==> src/hw/vex_pkg.sv <==
package vex_pkg;

    // machine shape
    localparam int num_lanes  = 4;
    localparam int num_vregs  = 32;
    localparam int word_w     = 32;
    localparam int word_bytes = word_w / 8;
    localparam int vreg_idx_w = $clog2(num_vregs);
    localparam int imm_w      = 5;

    typedef logic [word_w-1:0]     word_t;
    typedef logic [vreg_idx_w-1:0] vreg_idx_t;
    typedef word_t [num_lanes-1:0] lane_words_t;
    typedef logic [num_lanes-1:0]  lane_mask_t;

    // signed extremes used as reduction identities
    localparam word_t word_smax = {1'b0, {(word_w-1){1'b1}}};
    localparam word_t word_smin = {1'b1, {(word_w-1){1'b0}}};

    typedef enum logic [3:0] {
        valu_add  = 4'd0,
        valu_sub  = 4'd1,
        valu_and  = 4'd2,
        valu_or   = 4'd3,
        valu_xor  = 4'd4,
        valu_min  = 4'd5,
        valu_max  = 4'd6,
        valu_minu = 4'd7,
        valu_maxu = 4'd8
    } valu_op_t;

    // where operand b comes from
    typedef enum logic [1:0] {
        src1_vec    = 2'd0,
        src1_scalar = 2'd1,
        src1_imm    = 2'd2
    } vsrc1_sel_t;

    // operand fetch to execute
    typedef struct packed {
        valu_op_t    op;
        logic        red;
        vreg_idx_t   vd;
        logic        regwen;
        lane_mask_t  lane_mask;
        lane_words_t a;
        lane_words_t b;
        lane_words_t seed;
    } ex_payload_t;

    // result select to writeback port
    // lane_mask marks the lanes that get written
    typedef struct packed {
        vreg_idx_t   vd;
        logic        regwen;
        lane_mask_t  lane_mask;
        lane_words_t result;
    } wb_payload_t;

endpackage

==> src/hw/vlane_alu.sv <==
`timescale 1ns/1ps

module vlane_alu (
    input  vex_pkg::valu_op_t op,
    input  vex_pkg::word_t    a,
    input  vex_pkg::word_t    b,
    output vex_pkg::word_t    res
);

logic a_lt_b_s;
logic a_lt_b_u;

assign a_lt_b_s = $signed(a) < $signed(b);
assign a_lt_b_u = a < b;

always_comb begin
    case (op)
        vex_pkg::valu_add:  res = a + b;
        // a is vs2, so this is vs2 - b
        vex_pkg::valu_sub:  res = a - b;
        vex_pkg::valu_and:  res = a & b;
        vex_pkg::valu_or:   res = a | b;
        vex_pkg::valu_xor:  res = a ^ b;
        vex_pkg::valu_min:  res = a_lt_b_s ? a : b;
        vex_pkg::valu_max:  res = a_lt_b_s ? b : a;
        vex_pkg::valu_minu: res = a_lt_b_u ? a : b;
        vex_pkg::valu_maxu: res = a_lt_b_u ? b : a;
        default:            res = '0;
    endcase
end

endmodule

==> config.mk <==
export PLATFORM = sky130hd
export DESIGN_NAME = vlane_alu
export DESIGN_NICKNAME = d
export VERILOG_FILES = /design/src/hw/vex_pkg.sv /design/src/hw/vlane_alu.sv
export SDC_FILE = /design/constraint.sdc
export NUM_CORES = 1
export LEC_CHECK = 0
export ABC_CLOCK_PERIOD_IN_PS = 6200
export BUFFER_PORTS_ARGS = -buffer_cell sky130_fd_sc_hd__buf_2
export CAP_MARGIN = 15
export CORE_ASPECT_RATIO = 1.2
export CORE_MARGIN = 4
export CORE_UTILIZATION = 45
export DETAILED_ROUTE_END_ITERATION = 12
export PLACE_DENSITY = 0.67
export SETUP_SLACK_MARGIN = 0.02
export SLEW_MARGIN = 20
export SYNTH_ARGS = -nofsm -noshare
export SYNTH_HDL_FRONTEND = slang
export SYNTH_SLANG_ARGS = --single-unit
==> constraint.sdc <==
create_clock -name vclk -period 6.2
set_input_delay 1.24 -clock vclk [all_inputs]
set_output_delay 1.24 -clock vclk [all_outputs]
set_load 0.02 [all_outputs]
[After elaboration in Yosys (flattened, before gate mapping)]
Cells that the tools add are included.
Word-level totals
  flip-flop bits (word level): 0
  bits in latches: 0
  bits in writable memories: 0
  ROM bits: 0
  bits of input ports: 68
  output and inout bits: 32
  logic and storage cells: 21
  memories kept: 0
Operators by class
  $add $sub $neg: 2
  multiply operators: 0
  divide/modulo/power cells: 0
  $lt $le $gt $ge: 2
  equal/unequal tests: 8
  shift operators: 0
  muxes and demuxes: 5
  bitwise gates (word level): 3
  reduce and logical (&&, ||, !) cells: 1
Operators by type and width (count)
  one-hot mux 32 bit (9 select lines): 1
  two-way mux 32 bit: 4
  less-than comparator 32 bit: 2
  adder 32 bit: 1
  bitwise AND 32 bit: 1
  OR 32 bit: 1
  subtractor 32 bit: 1
  bitwise XOR 32 bit: 1
  equality test 4 x 3 -> 1 bit (second input constant): 4
  equality test 4 x 2 -> 1 bit (second input constant): 2
  equality test 4 x 1 -> 1 bit (second input constant): 1
  equality test 4 bit (second input constant): 1
  logical NOT 4 bit: 1

[Longest topological paths before layout]
  depth in word-level cells: 3
  mapped depth: 14
  gate-level depth less buffers: 13

[Worst setup path before layout]
OpenSTA, ideal clock, no wires.
  kind: input -> output
  from: in a[0]
  to: out res[30]
  data arrival time: 4.054 ns
  data required time: 4.960 ns
  setup slack: 0.906 ns
  stages: 12
  buffers on the path: 0
  cells stage by stage: ha_1 > fa_1 > a21oi_1 > o31ai_1 > a21o_1 > a311o_1 > o22a_4 > a2111oi_4 > nor4_1 > or3_1 > a32oi_1 > nand2_1
Between the ends
  word-level cells in the longest chain between the ends: 3
  elaborated cells between the ends (all ways): 9
  classes of those cells: 2 x add/sub; 2 x order compare; 5 x mux
RTL lines
  from (decl): line vlane_alu.sv:5  | input vex_pkg::word_t a,
  less-than comparator 32 bit (on tied branches): line vlane_alu.sv:14, vlane_alu.sv:13
  two-way mux 32 bit (on tied branches)
  one-hot mux 32 bit (9 select lines) *: line vlane_alu.sv:17  | case (op)
  to (decl): line vlane_alu.sv:7  | output vex_pkg::word_t res
Every way passes the cells marked *; elsewhere a longest branch is shown, timed or not.

[Final worst setup path]
Ends and elaborated chain as after synthesis.

==> results by group <==
Critical path
  – Buf+Inv Stages, Crit Path: 2
  – Most used cell, CP: buf_2
  – Family with the most delay on the worst path: compound AO/OA/AOI/OAI gates
  – Worst path max stage delay: 0.43 ns
  – Crit path capture type: primary output
  – Crit path DAT: 4.55 ns
  – Worst Path Required: 4.96 ns
  – Worst Setup Start Kind: input port
  – Critical path class: input port to primary output
  – Crit path max-delay cell type: a2111oi_4
  – Critical path fanouts, max: 5
  – Critical-path cell list: buf_2 -> ha_1 -> fa_1 -> a21oi_1 -> o31ai_1 -> a21o_1 -> a311o_1 -> o22a_4 -> a2111oi_4 -> nor4_1 -> or3_1 -> a32oi_1 -> nand2_1 -> buf_2

Synth
  – Syn Std Cell Area: 5470 um2
  – Yosys top cell by area: ha_1
  – Seq/Total Area, Yosys: 0%
  – Mapped Cells: 825
  – Post-synth cell types: 74
  – Largest cells by area after synthesis: ha_1 22%, a21oi_1 6.9%, inv_1 6.0%
  – Share of the synthesized area in the top cell type: 22.0%
  – Synth Net Count: 991
  – Warnings from Yosys: 0
  – Syn avg cell area: 6.63 um2

Clock network
  – Postcts setup bufs: 0
  – Hold buffer count at cts: 0
  – Post-CTS sizing: 0

Final layout
  – Sequential cell area: 0 um2
  – Fraction of layout cells with a size suffix above 1: 16.7%
  – Design area: 6110 um2
  – Fillers: 1301
  – Area of the multi-input gates: 4890 um2
  – FF+latch count: 0
  – Synthesis-to-finish area growth: 11.7%
  – CLK BUF: 0
  – Commonest cells after routing, fill and taps aside: 100 x buf_2, 96 x ha_1, 87 x inv_1
  – Antenna cells: 0
  – Nets: 1061
  – Non-filler cells, final: 1050
  – Most common cell after layout, fill and taps aside: buf_2

Placement
  – Gp weighted congestion: 0.979
  – Buffers on Ports: 100
  – Post-DP HPWL: 14300 um
  – Placed inst area: 6110 um2
  – Dpl cells: 1050

STA
  – Minimum clock period: 5.79 ns
  – Achievable clock frequency: 0.173 GHz
  – RSZ-0062 raised after global routing: false
  – Slew Limit Headroom: 29.5%
  – Final Cycle Share: 93.3%
  – Setup TNS: 0 ns
  – Final hold viol count: 0
  – Setup-failing EPs final: 0
  – Slew @ Worst Pin: 1.06 ns
  – Max-slew violation count: 0

Route
  – Via count: 6467
  – Remaining DRCs: 0
  – Via density: 6.16
  – Drt total wl: 18300 um
  – Post-route ant nets: 0
  – TritonRoute pass-1 iters: 5
  – WL per Instance: 17.4 um
  – DR iter-0 viols: 432

Power
  – Leak: 2.98 nW
  – Power Density: 98.4 nW/um2
  – Peak VDD IR: 0.0459 mV

Global routing
  – Largest net degree at the start of global routing: 32
  – Grt ovf: 0
  – Gr usage total: 25.1%
  – Vias in the first global route: 6067
  – Initial antenna violation count: 0
  – First-pass GRT wire length: 29300 um

Hold path
  – Worst Hold Class: input port to primary output

Flow run
  – Max cap viols: 0

Outcome
  – Status: completed

Floorplan
  – Initial Util: 46.6%
  – IO Pins: 100
  – Die Span Y: 129 um
  – Die W: 109 um
  – Die area: 14000 um2
  – Core Region: 11700 um2
  – FP Rows: 43
[cell usage after synthesis (13+ instances only)]
cell type,instances
a221o_1,21
inv_1,87
clkbuf_1,37
o221ai_1,13
xnor2_1,16
o31ai_1,13
nand2_1,74
a21o_1,22
o21ai_0,45
a22oi_1,13
buf_2,13
nor2_1,64
nor3_1,20
a21oi_1,75
nor4_1,13
ha_1,96
[worst min-delay path: stages]
cell	delay, ns
buf_2	0.10
nand2_1	0.05
nand3_1	0.06
buf_2	0.16
[final timing paths]
check | from | endpoint | depth (start not counted)
worst max-delay path | a[0] | res[30] | 14
worst min-delay path | b[21] | res[21] | 4
[metal layers]
metal	share of wire (%)	track usage, %	routed length (um)
met2	49	45.2	8950
met1	42	31.6	7630
met5	0	0	0
met3	5.7	0.903	1040
met4	3.8	9.14	697
[power breakdown]
part	switching, mW	leakage (nW)	total (mW)	internal [mW]
Combinational	0.374	2.98	0.601	0.227
Clock	0	0	0	0
Sequential	0	0	0	0
Total	0.374	2.98	0.601	0.227
[stage by stage]
step / hold slack (ns) / utilization, % / setup slack, ns / power, mW
final: 2.85 / 52.1 / 0.412 / 0.601
after global routing: 2.87 / 52.1 / 0.160 / 0.659
after CTS: 2.85 / 52.1 / 0.420 / 0.594
after detailed placement: 2.85 / 52.1 / 0.429 / 0.591
after global placement: 2.83 / 52.1 / 0.427 / 0.590
after floorplan: 2.64 / - / 0.906 / 0.419
[area by class of cell]
cell class                 count  share of cell area (%)
inverter                      91                    5.59
tap                          157                    3.22
timing repair buffer         123                    11.2
multi-input combinational    679                    80.0
[cell families (layout without fill, tap and decap cells)]
| family | after synthesis | in the layout | share of synthesized area (%) |
|---|---|---|---|
| compound gates | 322 | 322 | 42.4 |
| xor+xnor | 19 | 19 | 3.04 |
| simple gates | 238 | 238 | 20.7 |
| buf+inv | 146 | 214 | 10.8 |
| mux | 2 | 2 | 0.366 |
| fa+ha+maj | 98 | 98 | 22.7 |
Note: power is estimated with default switching activity, not from simulation.
