## src/hw/vex_pkg.sv

```systemverilog
package vex_pkg;

    // machine shape
    localparam int num_lanes  = 4;
    localparam int num_vregs  = 32;
    localparam int word_w     = 32;
    localparam int word_bytes = word_w / 8;
    localparam int vreg_idx_w = $clog2(num_vregs);
    localparam int imm_w      = 5;

    typedef logic [word_w-1:0]     word_t;
    typedef logic [vreg_idx_w-1:0] vreg_idx_t;
    typedef word_t [num_lanes-1:0] lane_words_t;
    typedef logic [num_lanes-1:0]  lane_mask_t;

    // signed extremes used as reduction identities
    localparam word_t word_smax = {1'b0, {(word_w-1){1'b1}}};
    localparam word_t word_smin = {1'b1, {(word_w-1){1'b0}}};

    typedef enum logic [3:0] {
        valu_add  = 4'd0,
        valu_sub  = 4'd1,
        valu_and  = 4'd2,
        valu_or   = 4'd3,
        valu_xor  = 4'd4,
        valu_min  = 4'd5,
        valu_max  = 4'd6,
        valu_minu = 4'd7,
        valu_maxu = 4'd8
    } valu_op_t;

    // where operand b comes from
    typedef enum logic [1:0] {
        src1_vec    = 2'd0,
        src1_scalar = 2'd1,
        src1_imm    = 2'd2
    } vsrc1_sel_t;

    // operand fetch to execute
    typedef struct packed {
        valu_op_t    op;
        logic        red;
        vreg_idx_t   vd;
        logic        regwen;
        lane_mask_t  lane_mask;
        lane_words_t a;
        lane_words_t b;
        lane_words_t seed;
    } ex_payload_t;

    // result select to writeback port
    // lane_mask marks the lanes that get written
    typedef struct packed {
        vreg_idx_t   vd;
        logic        regwen;
        lane_mask_t  lane_mask;
        lane_words_t result;
    } wb_payload_t;

endpackage

```

## src/hw/vreg_bank.sv

```systemverilog
`timescale 1ns/1ps

module vreg_bank (
    input  logic                              CLK,
    input  logic                              arst_n,
    input  vex_pkg::vreg_idx_t                rd_idx_a,
    input  vex_pkg::vreg_idx_t                rd_idx_b,
    input  vex_pkg::vreg_idx_t                wr_idx,
    input  logic [vex_pkg::word_bytes-1:0]    wr_byte_en,
    input  vex_pkg::word_t                    wr_data,
    output vex_pkg::word_t                    rd_a,
    output vex_pkg::word_t                    rd_b,
    output vex_pkg::word_t                    rd_v0
);

// this lane's element of every vector register
vex_pkg::word_t regs [vex_pkg::num_vregs];

always_ff @(posedge CLK or negedge arst_n) begin
    if (!arst_n) begin
        for (int i = 0; i < vex_pkg::num_vregs; i++) begin
            regs[i] <= '0;
        end
    end else begin
        // byte lanes written independently
        for (int b = 0; b < vex_pkg::word_bytes; b++) begin
            if (wr_byte_en[b]) begin
                regs[wr_idx][8*b +: 8] <= wr_data[8*b +: 8];
            end
        end
    end
end

// combinational reads so a write shows up the next cycle
assign rd_a  = regs[rd_idx_a];
assign rd_b  = regs[rd_idx_b];

// mask register is always v0
assign rd_v0 = regs[0];

endmodule

```

## config.mk

```make
export PLATFORM = sky130hd
export DESIGN_NAME = vreg_bank
export DESIGN_NICKNAME = d
export VERILOG_FILES = /design/src/hw/vex_pkg.sv /design/src/hw/vreg_bank.sv
export SDC_FILE = /design/constraint.sdc
export NUM_CORES = 2
export LEC_CHECK = 0
export BUFFER_PORTS_ARGS = -buffer_cell sky130_fd_sc_hd__buf_2
export CAP_MARGIN = 20
export CORE_UTILIZATION = 50
export DETAILED_ROUTE_END_ITERATION = 10
export GPL_ROUTABILITY_DRIVEN = 0
export PLACE_DENSITY = 0.66
export SLEW_MARGIN = 5
export SYNTH_ARGS = -nofsm -noshare
export SYNTH_HDL_FRONTEND = slang
export SYNTH_SLANG_ARGS = --single-unit
```

## constraint.sdc

```tcl
create_clock -name CLK -period 3.6 [get_ports CLK]
set_input_delay 0.72 -clock CLK [delete_from_list [all_inputs] [get_ports CLK]]
set_output_delay 0.72 -clock CLK [all_outputs]
set_load 0.01 [all_outputs]
```

[Yosys cells after proc, flatten, opt, wreduce, memory -nomap -nowiden]
Index checks and enable logic that the tools add are counted.
Operators by class
  shift-type cells: 0
  bitwise operators: 3
  add/sub/neg operators: 0
  $mul: 0
  reduce and logical (&&, ||, !) cells: 1
  order comparisons: 4
  div/mod/pow operators: 0
  mux-type cells: 22
  equal/unequal tests: 0
Operator list (count)
  $bwmux W1024: 4
  $mux W1024: 4
  $demux W32 S5: 4
  $bmux W32 S5: 2
  $mux W32: 5
  $mux W24: 1
  $ge A6 B6 Y1 const B: 3
  $not A5 Y6: 3
  $mux W16: 1
  $mux W8: 1
  $lt A6 B1 Y1 const B: 1
  $logic_and A1 B1 Y1: 1
Word-level totals
  bits in latches: 0
  memory bits (read-only): 0
  input port bits: 53
  output and inout port bits: 96
  bits in writable memories: 0
  bits in registers: 1024
  memories: 0

[Longest topological paths before layout]
  depth after elaboration: 13
  mapped depth: 8

[Worst setup path before layout]
No wires, ideal clock.
  path kind: input to output
  start: input port rd_idx_b[1]
  end: output port rd_b[12]
  arrival: 2.124 ns
  required time: 2.880 ns
  buffers on the path: 4
  stages on the path: 8
  slack: 0.756 ns
  cells stage by stage: buf_2 buf_2 buf_2 buf_2 mux2i_1 a22oi_1 a31oi_1 nand3_1
On the way
  cells in the longest elaborated chain, start to end: 4
Ends and longest elaborated chain
  start: declaration: RTL line vreg_bank.sv:7  | input vex_pkg::vreg_idx_t rd_idx_b,
  $not A5 Y6 (implied by the code): RTL line vreg_bank.sv:36  | assign rd_b = regs[rd_idx_b];
  $bmux W32 S5: RTL line vreg_bank.sv:36
  $mux W32 (implied by the code) (2 in a row): RTL line vreg_bank.sv:36
  end: declaration: RTL line vreg_bank.sv:12  | output vex_pkg::word_t rd_b,
No other way between the ends. The select of a mux whose other input is x is not followed.

[Worst setup path after layout]
  start: input port rd_idx_a[0]
  end: output port rd_a[5]
On the way
  cells in the longest elaborated chain, start to end: 4
Ends and longest elaborated chain
  start: declaration: RTL line vreg_bank.sv:6  | input vex_pkg::vreg_idx_t rd_idx_a,
  $not A5 Y6 (implied by the code): RTL line vreg_bank.sv:35  | assign rd_a = regs[rd_idx_a];
  $bmux W32 S5: RTL line vreg_bank.sv:35
  $mux W32 (implied by the code) (2 in a row): RTL line vreg_bank.sv:35
  end: declaration: RTL line vreg_bank.sv:11  | output vex_pkg::word_t rd_a,
No other way between the ends. The select of a mux whose other input is x is not followed.

==> impl_metrics.tcl <==
set metrics [dict create \
    hold_path_depth 1 \
    ys_types 25 \
    final_core_util_pct 57.4 \
    grt_pass1_vias 40200 \
    final-max-slew-violation-count 0 \
    dieArea_mm2 0.113 \
    worst_clock_skew_ns 0 \
    syn_nets 4737 \
    detail_route.vias_per_cell 6.37 \
    cp.required_ns 2.88 \
    crit_type "input pin to output pin" \
    rsz0062_at_grt "false" \
    clockBufferDepth 3 \
    n_fill_cell 9361 \
    start_util_pct 50.5 \
    slowest_delay_ns 0.39 \
    hpwl_um 119000 \
    status "complete, no violations" \
    cp_max_fo 37 \
    start_kind "input pin" \
    path_common_cell "buf_2" \
    cp_slowest_cell "buf_4" \
    path_cells "buf_2 > and2_4 > buf_12 > buf_4 > a21oi_1 > a31oi_1 > nand3_1 > buf_2" \
    max-vdd-ir-drop_mv 0.420 \
    timing.rr.start "rd_v0[18]" \
    synth_edf_count 0 \
    synth_flop_cell "dfrtp_1" \
    setup_viol 0 \
    place_area_mm2 0.0597 \
    crit_buf_inv 4 \
    worstReg2RegEnd "rd_v0[18]" \
    use_met2_pct 46.8 \
    grt_max_degree 119 \
    critPathTopFamily "buffers and inverters" \
    wire_per_inst_um 27.9 \
    drive_gt1_share_pct 33.0 \
    grt.met3_usage_pct 5.74 \
    layout.nets 4852 \
    powerDensity_mw_per_mm2 543 \
    period_needed_ns 3.49 \
    grt_first_pass_wirelength_um 265000 \
    slew_headroom_pct 46.8 \
    seq_area_frac_synth_pct 45.8 \
    p_leak_nw 30.4 \
    ioPinCount 149 \
    cts_buffers 111 \
    max-cap-violations 0 \
    vias 40700 \
    track_usage_pct 31.2 \
    drc 0 \
    reg2reg_slack_ns 2.63 \
    ant_nets 0 \
    holdCritStartpoint "regs[602]" \
    gr-max-usage-layer "met2" \
    gr-total-overflow 0 \
    finalHoldViolations 0 \
    syn_avg_cell_area_um2 12.0 \
    clockRootBuffer "clkbuf_16" \
    totalWireLength_um 178000 \
    synth_area_mm2 0.0560 \
    ys_ff_latch 1024 \
    holdPathEnd "regs[602]" \
    die_h_um 337 \
    period_share_pct 96.9 \
    async_flop_share_pct 100 \
    clock_latency_ns 0.70 \
    dieWidth_um 337 \
    antenna_found_initial 20 \
    max_freq_ghz 0.287 \
    drtIter0Drc 3654 \
    rows 122 \
    end_kind "output pin" \
    cts_tree "built" \
    ys_warn_count 0 \
    clk_pin_slew_ns 0.06 \
    first_pass_iters 5 \
    worstMarginPinSlew_ns 0.795 \
    ff2ff_path_depth 1 \
    hold_class "flop to flop" \
    arrival_ns 2.77 \
    use_met1_pct 45.3 \
    area_growth_pct 13.5 \
    stdcell_area_mm2 0.0636 \
    htreeDepth 3 \
    cts.sinks 1024 \
    io_buffers 148 \
    synth_cells 4684 \
    core_region_area_mm2 0.111 \
]
==> worst max-delay path by stage <==
stage                     cells past startpoint  slack, ns         from        to
after CTS                                     7       0.02  rd_idx_b[0]  rd_b[10]
after global placement                        7      -0.03  rd_idx_b[3]   rd_b[9]
after floorplan                               8       0.76  rd_idx_b[1]  rd_b[12]
after detailed placement                      8      -0.03  rd_idx_b[3]   rd_b[0]
after global routing                         10       0.02  rd_idx_b[1]   rd_b[4]
final                                         8       0.11  rd_idx_a[0]   rd_a[5]
==> layer usage <==
layer  up-vias  routed length (um)
li1      17600                   -
met1     21200               79600
met2      1595               79100
met3       324               14000
met4        20                5330
met5         -                 123
==> where the power goes <==
part	internal (mW)	leakage [nW]	switching (mW)
combinational	3.61	15.4	3.40
sequential	13.8	13.1	1.78
clock	7.11	1.90	4.82
total	24.5	30.4	10.0
==> cells in the final DEF (no fill, tap or decap), drive strengths merged, types with 23 or more instances in the layout <==
cell type,n
a31oi,64
nand2,324
buf,400
a22oi,192
nor3,64
nand3,193
nor2,35
clkbuf,167
mux2,1024
a21oi,192
a22o,128
clkinv,23
mux2i,1024
dfrtp,1024
==> cell usage after synthesis (54+ instances only) <==
cell type  count  area, um2
nor3_1        64        320
buf_2        118        591
a21oi_1      192        961
a22oi_1      192       1440
nand3_1      193        966
nand2_1      292       1100
mux2i_1     1024      10200
clkbuf_1     222        833
mux2_2       970      10900
dfrtp_1     1024      25600
mux2_1        54        608
a22o_1       128       1120
a31oi_1       64        400
==> repair_timing <==
action / in CTS / in global routing
hold endpoints to repair: 30 / 0
setup buffers: 0 / 0
resized for setup: 1 / 4
setup endpoints to repair: 3 / 4
hold buffers: 1 / 0
pin swaps: 0 / 0
==> sequential cells by signal, indices dropped and copies added, names as in the netlist <==
register,flops
rd_v0,32
regs,992
==> through the flow <==
stage | std cells | TNS [ns] | total power, mW | worst slack (ns) | hold WS [ns]
floorplan | 4684 | 0 | 20.2 | 0.756 | 0.424
global placement | 6173 | -0.0481 | 22.3 | -0.0334 | 0.495
detailed placement | 6173 | -0.0577 | 22.6 | -0.0292 | 0.503
CTS | 6378 | 0 | 34.6 | 0.0156 | 0.517
global route | 6379 | 0 | 35.9 | 0.0209 | 0.525
finish | 6382 | 0 | 34.5 | 0.113 | 0.516
==> layout make-up <==
cell class	count	area, um2	share of cell area [%]
antenna	4	10.0	0.0157
clock buffer	167	3390	5.34
clock inverter	37	427	0.671
multi-input combinational	3261	28700	45.1
sequential	1024	25600	40.3
tap	1488	1860	2.93
timing repair buffer	401	3560	5.60
==> cells by family (layout without fill, tap and decap cells) <==
family | Yosys count | in the layout | synth area share, %
compound gates | 576 | 576 | 7.01
buf+inv | 399 | 605 | 3.15
flops | 1024 | 1024 | 45.8
mux | 2048 | 2048 | 38.9
other cells | 0 | 4 | 0
simple gates | 637 | 637 | 5.20
No activity file was read; power rests on OpenSTA's default activity.
