## config.mk

```make
export PLATFORM = sky130hd
export DESIGN_NAME = result_select
export DESIGN_NICKNAME = d
export VERILOG_FILES = /design/src/hw/vex_pkg.sv /design/src/hw/result_select.sv
export SDC_FILE = /design/constraint.sdc
export NUM_CORES = 1
export LEC_CHECK = 0
export BUFFER_PORTS_ARGS = -buffer_cell sky130_fd_sc_hd__buf_2
export CAP_MARGIN = 20
export CORE_AREA = 4 4 269 271
export DETAILED_ROUTE_END_ITERATION = 10
export DIE_AREA = 0 0 273 275
export GPL_ROUTABILITY_DRIVEN = 1
export PLACE_DENSITY = 0.3
export SYNTH_ARGS = -nofsm -noshare
export SYNTH_HDL_FRONTEND = slang
export SYNTH_SLANG_ARGS = --single-unit
```

## constraint.sdc

```tcl
create_clock -name vclk -period 0.85
set_input_delay 0.1275 -clock vclk [all_inputs]
set_output_delay 0.1275 -clock vclk [all_outputs]
set_load 0.02 [all_outputs]
```

## src/hw/vex_pkg.sv

```systemverilog
package vex_pkg;

    // machine shape
    localparam int num_lanes  = 4;
    localparam int num_vregs  = 32;
    localparam int word_w     = 32;
    localparam int word_bytes = word_w / 8;
    localparam int vreg_idx_w = $clog2(num_vregs);
    localparam int imm_w      = 5;

    typedef logic [word_w-1:0]     word_t;
    typedef logic [vreg_idx_w-1:0] vreg_idx_t;
    typedef word_t [num_lanes-1:0] lane_words_t;
    typedef logic [num_lanes-1:0]  lane_mask_t;

    // signed extremes used as reduction identities
    localparam word_t word_smax = {1'b0, {(word_w-1){1'b1}}};
    localparam word_t word_smin = {1'b1, {(word_w-1){1'b0}}};

    typedef enum logic [3:0] {
        valu_add  = 4'd0,
        valu_sub  = 4'd1,
        valu_and  = 4'd2,
        valu_or   = 4'd3,
        valu_xor  = 4'd4,
        valu_min  = 4'd5,
        valu_max  = 4'd6,
        valu_minu = 4'd7,
        valu_maxu = 4'd8
    } valu_op_t;

    // where operand b comes from
    typedef enum logic [1:0] {
        src1_vec    = 2'd0,
        src1_scalar = 2'd1,
        src1_imm    = 2'd2
    } vsrc1_sel_t;

    // operand fetch to execute
    typedef struct packed {
        valu_op_t    op;
        logic        red;
        vreg_idx_t   vd;
        logic        regwen;
        lane_mask_t  lane_mask;
        lane_words_t a;
        lane_words_t b;
        lane_words_t seed;
    } ex_payload_t;

    // result select to writeback port
    // lane_mask marks the lanes that get written
    typedef struct packed {
        vreg_idx_t   vd;
        logic        regwen;
        lane_mask_t  lane_mask;
        lane_words_t result;
    } wb_payload_t;

endpackage

```

## src/hw/result_select.sv

```systemverilog
`timescale 1ns/1ps

module result_select (
    input  vex_pkg::ex_payload_t ex_payload,
    input  vex_pkg::lane_words_t lane_res,
    input  vex_pkg::word_t       red_res,
    output vex_pkg::wb_payload_t wb_payload
);

// reductions land in element 0 only
localparam vex_pkg::lane_mask_t red_lane_mask = vex_pkg::lane_mask_t'(1);

always_comb begin
    wb_payload.vd     = ex_payload.vd;
    wb_payload.regwen = ex_payload.regwen;

    if (ex_payload.red) begin
        // lane 0 is written even if masked off itself
        wb_payload.lane_mask = red_lane_mask;
        wb_payload.result    = '0;
        wb_payload.result[0] = red_res;
    end else begin
        wb_payload.lane_mask = ex_payload.lane_mask;
        wb_payload.result    = lane_res;
    end
end

endmodule

```

======== After elaboration in Yosys (flattened, before gate mapping) ========
Cells that the tools add are included.
word-level totals
  register bits after elaboration ......... 0
cells by class
  mux-type cells .......................... 1
operator list
  kind                count
  132-bit 2-to-1 mux  1

======== Logic depth before layout (Yosys ltp) ========
Gate-level depths: netlist of run 1.
  word-level depth ........................ 1
  mapped depth ............................ 4

======== Least setup slack after synthesis of run 1 ========
Ideal clock, no wire load.
  kind .................................... input -> output
  start point ............................. in ex_payload[394] (netlist bit)
  end point ............................... out wb_payload[100] (netlist bit)
  data required time ...................... 0.722 ns
  data arrival time ....................... 0.846 ns
  stages .................................. 4
  path slack .............................. -0.124 ns
  path through ............................ buf_6 buf_6 buf_2 nor2b_1
RTL lines
  item             line                text
  start, declared  result_select.sv:4  input vex_pkg::ex_payload_t ex_payload,
  end, declared    result_select.sv:7  output vex_pkg::wb_payload_t wb_payload

==> results of run 1 <==
## layer usage
metal | up-vias | wire length [microns] | share of wire (%) | GRT usage [%]
met4 | 18 | 312 | 1.7 | 0.5854
met2 | 298 | 7278 | 39 | 6.686
met5 | - | 99 | 0.53 | 0
met3 | 26 | 3997 | 21 | 4.151
li1 | 1110 | - | - | -
met1 | 1079 | 6997 | 37 | 4.861
## path summary, 6_finish.rpt
kind | cells after the start | to | startpoint | slack (ns)
worst min-delay path | 0 | wb_payload[135] | ex_payload[391] | 0.26
worst max-delay path | 4 | wb_payload[13] | ex_payload[394] | -0.18
## layout make-up
type | count | area (sq um) | area share, %
repair buffers | 330 | 2965 | 50.60
multi-input cells | 132 | 1704 | 29.08
well taps | 940 | 1176 | 20.07
diodes | 6 | 15.01 | 0.2562
## worst max-delay path: cells and delay by family
| kind | cells | cell delay [ns] |
|---|---|---|
| multiplexers | 1 | 0.30 |
| buffers and inverters | 3 | 0.46 |
## synth_stat cells
library cell,count
nor2b_1,93
mux2_2,32
buf_2,7
and2b_1,6
buf_4,6
buf_6,6
clkbuf_1,2
or2_1,1
## kinds of logic after synthesis
group,Yosys count
mux,32
simple gates,100
buf+inv,21
## per-stage QoR
stage | cell area [sq um] | instances | TNS (ns)
2_1_floorplan | 1369 | 153 | -9.288
3_3_place_gp | 3993 | 1378 | -18.52
3_5_place_dp | 3993 | 1378 | -18.74
4_1_cts | 5298 | 1397 | -14.36
5_1_grt | 5848 | 1403 | -17.15
6_report | 5861 | 1408 | -13.23
## report_power, final
| part | switching [mW] | internal [mW] | leakage (nW) |
|---|---|---|---|
| Sequential | 0 | 0 | 0 |
| Combinational | 1.35 | 1.73 | 2.67 |
| Clock | 0 | 0.000000956 | 0.0000380 |
| Total | 1.35 | 1.73 | 2.67 |
## repair_timing
action | 4_1_cts | 5_1_grt
setup endpoints to repair | 130 | 130
buffers inserted | 6 | 4
cloned | 13 | 1
endpoints found under the hold margin | 0 | 0
pin swaps | 0 | 0
hold buffers | 0 | 0
resized for setup | 276 | 116
==> impl_metrics.json, run 1 <==
{
  "gp_congestion": 0.7652,
  "yosysSeqAreaShare_pct": 0,
  "clock_buffer_count": 0,
  "critPathLaunchType": "input pin",
  "routed_wl_mm": 18.69,
  "cp_cell_sequence": "buf_16 > buf_16 > mux2_4 > buf_2",
  "worstSetupPathType": "input pin to primary output",
  "finalHoldViolCount": 0,
  "cp-end-kind": "primary output",
  "fillCellCount": 8069,
  "viasPerCell": 1.798,
  "final_common_cell": "buf_2",
  "p_per_area_nw_per_um2": 525.4,
  "grt.total_usage_pct": 4.501,
  "drtAntennaViolNets": 0,
  "yosysTopAreaCellShare_pct": 50.65,
  "synthTopCellsByArea": "nor2b_1 51%, mux2_2 31%, buf_6 5.9%",
  "grt_max_degree": 14,
  "violations": "negative setup slack",
  "finalCriticalPeriod_ns": 1.027,
  "vdd_ir_drop_max_mv": 0.2146,
  "crit_path_frequent_cell": "buf_16",
  "finalSetupViolCount": 125,
  "synth_cell_types": 8,
  "layout-drive-gt1-share_pct": 95.67,
  "fin_util_pct": 8.398,
  "critPathMaxStageDelay_ns": 0.30,
  "fin_ws_ns": -0.1772,
  "syn_avg_cell_area_sq_um": 7.507,
  "grt_overflow_total": 0,
  "drv_cap": 0,
  "cp.required_ns": 0.72,
  "grt_pass1_vias": 2790,
  "fp.coreArea_sq_um": 69790,
  "grt_antenna_before_repair": 27,
  "grt_pass1_wl_mm": 22.80,
  "seq_cells": 0,
  "die_h_microns": 275,
  "syn_area_sq_um": 1149,
  "yosysTopAreaCell": "nor2b_1",
  "rsz0062_at_grt": "true",
  "synthXorXnorAreaFrac_pct": 0,
  "drt_pass1_iterations": 4,
  "initial_core_util_pct": 1.646,
  "wl_per_cell_microns": 13.27,
  "fmax_mhz": 973.6,
  "drv_slew": 0,
  "muxShareOfSynthArea_pct": 31.37,
  "vias": 2531,
  "power_leakage_nw": 2.674,
  "layout.nets": 1023,
  "crit_fanout": 12,
  "die-width_microns": 273,
  "seq_area_sq_um": 0,
  "p_total_mw": 3.079,
  "status": "complete, but fails checks",
  "drtIter0Drc": 44,
  "syn_nets": 712,
  "ios": 697,
  "arrival_ns": 0.90,
  "dpl.hpwl_mm": 15.28,
  "hp-class": "input pin to primary output",
  "critical-path-slowest-cell": "mux2_4",
  "post-place-ws_ns": -0.2865,
  "synthAdderAreaFrac_pct": 0,
  "die_area_sq_um": 75080,
  "area_growth_pct": 410.2,
  "synthSimpleGateAreaFrac_pct": 55.12,
  "portBuffers": 297,
  "synth_top_family_by_area": "simple AND/OR/NAND/NOR gates",
  "drc": 0,
  "rows": 97,
  "worst_pin_slew_ns": 0.1359,
  "relSlewSlack_pct": 90.94,
  "final_cell_mix": "167 x buf_2, 120 x buf_6, 78 x nor2b_4",
  "yosys_warnings": 0,
  "synth_compound_area_share_pct": 0,
  "hold-worst-slack_ns": 0.2550,
  "synth_cells": 153,
  "finalCritPeriodShare_pct": 120.8
}
(Power assumes the default switching activity.)
==> inputs of run 2 (changes only) <==
- REMOVE_ABC_BUFFERS: not set -> 1
==> run 2 against run 1 <==
Net effect:
- the flow still finishes with violations (negative setup slack)
- fmax down 4.7%
- first-iteration DRC count down 4.5%
- critical path type unchanged
- final area down 4.5%
==> impl_metrics.json, run 2 (synthesized netlist as in run 1, its figures left out) <==
{
  "grt_antenna_before_repair": 22,
  "fmax_mhz": 927.4,
  "vias": 2516,
  "final_cell_mix": "164 x buf_2, 110 x buf_6, 59 x nor2b_4",
  "crit_path_frequent_cell": "clkbuf_16",
  "fin_ws_ns": -0.2283,
  "seq_cells": 0,
  "drc": 0,
  "fillCellCount": 8164,
  "violations": "negative setup slack",
  "finalSetupViolCount": 130,
  "fp.coreArea_sq_um": 69790,
  "grt_pass1_wl_mm": 28.66,
  "vdd_ir_drop_max_mv": 0.2209,
  "cp_cell_sequence": "clkbuf_16 > buf_16 > clkbuf_16 > nor2b_1 > buf_4",
  "die-width_microns": 273,
  "critPathMaxStageDelay_ns": 0.19,
  "placed_area_sq_um": 3734,
  "worst_pin_slew_ns": 0.2658,
  "seqPwrFrac_pct": 0,
  "switching_share_pct": 47.92,
  "drv_cap": 0,
  "worstSetupPathType": "input pin to primary output",
  "relSlewSlack_pct": 82.28,
  "portBuffers": 297,
  "gp_congestion": 0.7103,
  "cp-end-kind": "primary output",
  "critPathLaunchType": "input pin",
  "viasPerCell": 1.796,
  "status": "complete, but fails checks",
  "rsz0062_at_grt": "true",
  "critical-path-slowest-cell": "clkbuf_16",
  "grt_max_degree": 17,
  "rows": 97,
  "routed_wl_mm": 26.28,
  "arrival_ns": 0.95,
  "ios": 697,
  "p_per_area_nw_per_um2": 559.1,
  "grt.total_usage_pct": 6.029,
  "wl_per_cell_microns": 18.76,
  "drt_pass1_iterations": 4,
  "grt_pass1_vias": 2585,
  "initial_core_util_pct": 1.646,
  "layout-drive-gt1-share_pct": 92.98,
  "finalCritPeriodShare_pct": 126.9,
  "p_clk_share_pct": 0,
  "crit_fanout": 7,
  "drtIter0Drc": 42,
  "ctsHoldBuffers": 0,
  "die_h_microns": 275,
  "grt_use_met2_pct": 8.261,
  "finalHoldViolCount": 0,
  "dpl.hpwl_mm": 20.70,
  "layout.nets": 1017,
  "hp-class": "input pin to primary output",
  "area_growth_pct": 387.4,
  "comb_power_share_pct": 100.0,
  "grt_overflow_total": 0,
  "drtAntennaViolNets": 0,
  "final_common_cell": "buf_2",
  "p_sw_mw": 1.500,
  "p_int_mw": 1.630,
  "grt_util_met3_pct": 3.044,
  "seq_area_sq_um": 0,
  "clock_buffer_count": 0,
  "final_area_sq_um": 5598,
  "cp.required_ns": 0.72,
  "die_area_sq_um": 75080,
  "drv_slew": 0,
  "post-place-ws_ns": -0.3556,
  "power_leakage_nw": 2.530,
  "gr-usage-met1_pct": 8.516,
  "grt_busiest_layer": "met1",
  "finalCriticalPeriod_ns": 1.078
}
==> run 2: cell count changes in the layout (fill, tap and decap cells not counted), moves of 5 or more <==
cell	before	now
nor2b_1	14	26
nor2b_2	1	8
buf_6	120	110
buf_16	17	12
buf_4	16	28
nor2b_4	78	59
clkbuf_16	1	6
==> run 2: power by group through the flow <==
| stage | clock [mW] | sequential (mW) | combinational (mW) |
|---|---|---|---|
| 2_1_floorplan | 0 | 0 | 0.812 |
| 3_3_place_gp | 0 | 0 | 2.01 |
| 3_5_place_dp | 0 | 0 | 1.99 |
| 4_1_cts | 0 | 0 | 2.55 |
| 5_1_grt | 0.000000259 | 0 | 3.32 |
| 6_report | 0.000000511 | 0 | 3.13 |
==> run 2: worst paths after layout <==
| path | endpoint | depth (start not counted) | slack [ns] | start |
|---|---|---|---|---|
| setup / recovery | wb_payload[99] | 5 | -0.23 | ex_payload[394] |
| hold / removal | wb_payload[134] | 0 | 0.26 | ex_payload[390] |
==> run 2: area by class of cell <==
cell class	count	area, sq um	share of cell area [%]
timing repair buffer	324	2830	50.56
antenna	5	12.51	0.2235
multi-input combinational	132	1579	28.21
tap	940	1176	21.01
==> run 2: per-stage QoR <==
step           total power, mW  util [%]  TNS (ns)  hold slack, ns  std cells
4_1_cts                  2.553     6.444    -27.49          0.2553       1388
6_report                 3.130     8.022    -19.37          0.2550       1401
5_1_grt                  3.317     8.011    -22.66          0.2551       1398
3_3_place_gp             2.011     5.350    -23.38          0.2553       1374
2_1_floorplan           0.8116         -         0          0.2550        132
3_5_place_dp             1.991     5.350    -24.27          0.2553       1374
==> run 2: worst max-delay path: cells and delay by family <==
kind / cells / cell delay, ns
AND/OR/NAND/NOR: 1 / 0.13
buffers and inverters: 4 / 0.68
==> run 2: timing repair <==
item | CTS | global route
gates cloned | 8 | 6
setup buffers | 6 | 2
gates resized for setup | 163 | 235
pin swaps | 0 | 1
endpoints found under the setup margin | 130 | 131
==> run 2: layer usage <==
metal | vias to the layer above | wire length, microns
met3 | 48 | 3622
met2 | 254 | 9896
met5 | - | 148
met1 | 1098 | 12010
met4 | 24 | 596
li1 | 1092 | -
==> inputs of run 3 (changes only) <==
- ABC_AREA: not set -> 1
- CORE_AREA: 4 4 269 271 -> 4 4 267 269
- DIE_AREA: 0 0 273 275 -> 0 0 271 273
==> run 3 against run 2 <==
Net effect:
- the flow still finishes with violations (negative setup slack)
- hold slack hardly changed
- global-route usage decreased by 0.51 points
- wire length down 15%
- highest routed layer unchanged
==> impl_metrics.json, run 3 <==
{
  "wl_per_cell_microns": 14.22,
  "syn_avg_cell_area_sq_um": 4.176,
  "grt_pass1_wl_mm": 27.71,
  "fmax_mhz": 957.5,
  "p_sw_mw": 1.613,
  "finalCritPeriodShare_pct": 122.9,
  "synth_compound_area_share_pct": 0,
  "synth_most_common_cell": "inv_1",
  "clock_buffer_count": 0,
  "synth_top_family_by_area": "simple AND/OR/NAND/NOR gates",
  "synthAdderAreaFrac_pct": 0,
  "finalCriticalPeriod_ns": 1.044,
  "gp_congestion": 0.7306,
  "routed_wl_mm": 22.24,
  "final_cell_mix": "184 x buf_2, 99 x inv_1, 93 x buf_6",
  "synthXorXnorAreaFrac_pct": 0,
  "p_clk_share_pct": 0,
  "viasPerCell": 1.997,
  "dp.cells": 1545,
  "drt_pass1_iterations": 4,
  "vias": 3124,
  "drv_slew": 0,
  "arrival_ns": 0.92,
  "seq_area_sq_um": 0,
  "cp.required_ns": 0.72,
  "seq_cells": 0,
  "die-width_microns": 271,
  "cp-end-kind": "primary output",
  "synthTopCellsByCount": "99 x inv_1, 96 x nand2_1, 89 x nor2_1",
  "seqPwrFrac_pct": 0,
  "grt_max_degree": 21,
  "die_h_microns": 273,
  "grt.total_usage_pct": 5.515,
  "rows": 96,
  "syn_area_sq_um": 1336,
  "multi_input_area_sq_um": 1421,
  "fin_util_pct": 8.457,
  "dpl.hpwl_mm": 18.80,
  "rsz0062_at_grt": "true",
  "portBuffers": 297,
  "fillCellCount": 8049,
  "wl_met3_mm": 3.548,
  "finalHoldViolCount": 0,
  "layout-drive-gt1-share_pct": 69.89,
  "hold-worst-slack_ns": 0.2550,
  "fp.coreArea_sq_um": 68590,
  "synthSimpleGateAreaFrac_pct": 57.12,
  "drtAntennaViolNets": 0,
  "yosysTopAreaCell": "inv_1",
  "relSlewSlack_pct": 83.84,
  "grt_antenna_before_repair": 25,
  "violations": "negative setup slack",
  "synth_cells": 320,
  "power_leakage_nw": 2.828,
  "hold_path.startpoint": "ex_payload[391]",
  "hp-class": "input pin to primary output",
  "final_cell_count_no_fill": 1564,
  "grt_pass1_vias": 3306,
  "synth_cell_types": 9,
  "ctsHoldBuffers": 0,
  "yosys_warnings": 0,
  "ios": 697,
  "status": "complete, but fails checks",
  "finalSetupViolCount": 132,
  "p_int_mw": 1.414,
  "die_area_sq_um": 73980,
  "p_per_area_nw_per_um2": 521.9,
  "yosysTopAreaCellShare_pct": 27.81,
  "initial_core_util_pct": 1.948,
  "hold-path-endpoint": "wb_payload[135]",
  "met1_length_mm": 9.685,
  "grt_overflow_total": 0,
  "drc": 0,
  "yosysSeqAreaShare_pct": 0,
  "highest_layer": "met5",
  "muxShareOfSynthArea_pct": 0,
  "drv_cap": 0,
  "critPathLaunchType": "input pin",
  "vdd_ir_drop_max_mv": 0.2748,
  "crit_fanout": 7,
  "drtIter0Drc": 58,
  "area_growth_pct": 334.1,
  "synthTopCellsByArea": "inv_1 28%, nand2_1 27%, nor2_1 25%",
  "worst_pin_slew_ns": 0.2422,
  "comb_power_share_pct": 100.0,
  "worstSetupPathType": "input pin to primary output",
  "switching_share_pct": 53.29,
  "fin_ws_ns": -0.1944,
  "layout.nets": 1192,
  "fin_setup_tns_ns": -13.92,
  "final_common_cell": "buf_2",
  "hold_depth": 0,
  "wl_met2_mm": 7.835
}
run 3: cell types whose count changed in the layout (fill, tap and decap cells not counted), sizes merged:
cell and delta:
clkbuf -4, and2b -6, buf +15, nand2 +96, nor2b -93, mux2 -32
diode -3, inv +100, nor2 +99
run 3: stage by stage:
stage                     setup slack, ns  area, sq um  power [mW]
after floorplan                   0.08986         1139      0.8207
after global placement            -0.5224         4085       2.137
after detailed placement          -0.5240         4085       2.100
after CTS                         -0.1960         5564       2.970
after global routing              -0.2233         5796       3.275
final                             -0.1944         5801       3.028
run 3: metal layers:
layer / vias up / global-route usage, %
met4: 14 / 2.146
li1: 1471 / -
met2: 310 / 7.226
met3: 36 / 3.205
met5: - / 0
met1: 1293 / 7.288
run 3: critical path, stage by stage:
cell	delay (ns)
buf_16	0.13
buf_12	0.16
buf_12	0.14
buf_8	0.14
nor2_4	0.09
buf_6	0.12
run 3: power by group through the flow:
stage | Combinational (mW) | Sequential, mW | Clock (mW)
after detailed placement | 2.10 | 0 | 0
after global routing | 3.27 | 0 | 0
after CTS | 2.97 | 0 | 0
after floorplan | 0.821 | 0 | 0
after global placement | 2.14 | 0 | 0
final | 3.03 | 0 | 0.000000319
run 3: final cells by class:
class	count	share of cell area, %
Tap cell	931	20.08
Inverter	100	6.557
Timing Repair Buffer	335	48.77
Multi-Input combinational cell	196	24.50
Antenna cell	2	0.08628
run 3: logic make-up (layout without fill, tap and decap cells):
logic type             Yosys count  count (layout)
buffers and inverters          124             435
AND/OR/NAND/NOR                196             196
other                            0               2
run 3: how the worst max path moves through the flow:
| stage | from | endpoint | depth (start not counted) |
|---|---|---|---|
| 5_1_grt | ex_payload[394] | wb_payload[128] | 5 |
| 3_3_place_gp | ex_payload[394] | wb_payload[6] | 5 |
| 2_1_floorplan | ex_payload[394] | wb_payload[0] | 3 |
| 4_1_cts | ex_payload[394] | wb_payload[128] | 5 |
| 6_report | ex_payload[394] | wb_payload[48] | 6 |
| 3_5_place_dp | ex_payload[394] | wb_payload[6] | 5 |
run 3: repair_timing:
| item | CTS | global route |
|---|---|---|
| setup endpoints to repair | 132 | 132 |
| cloned | 7 | 3 |
| gates resized for setup | 367 | 58 |
| pin swaps | 48 | 9 |
| setup buffers | 6 | 5 |
| endpoints found under the hold margin | 0 | 0 |
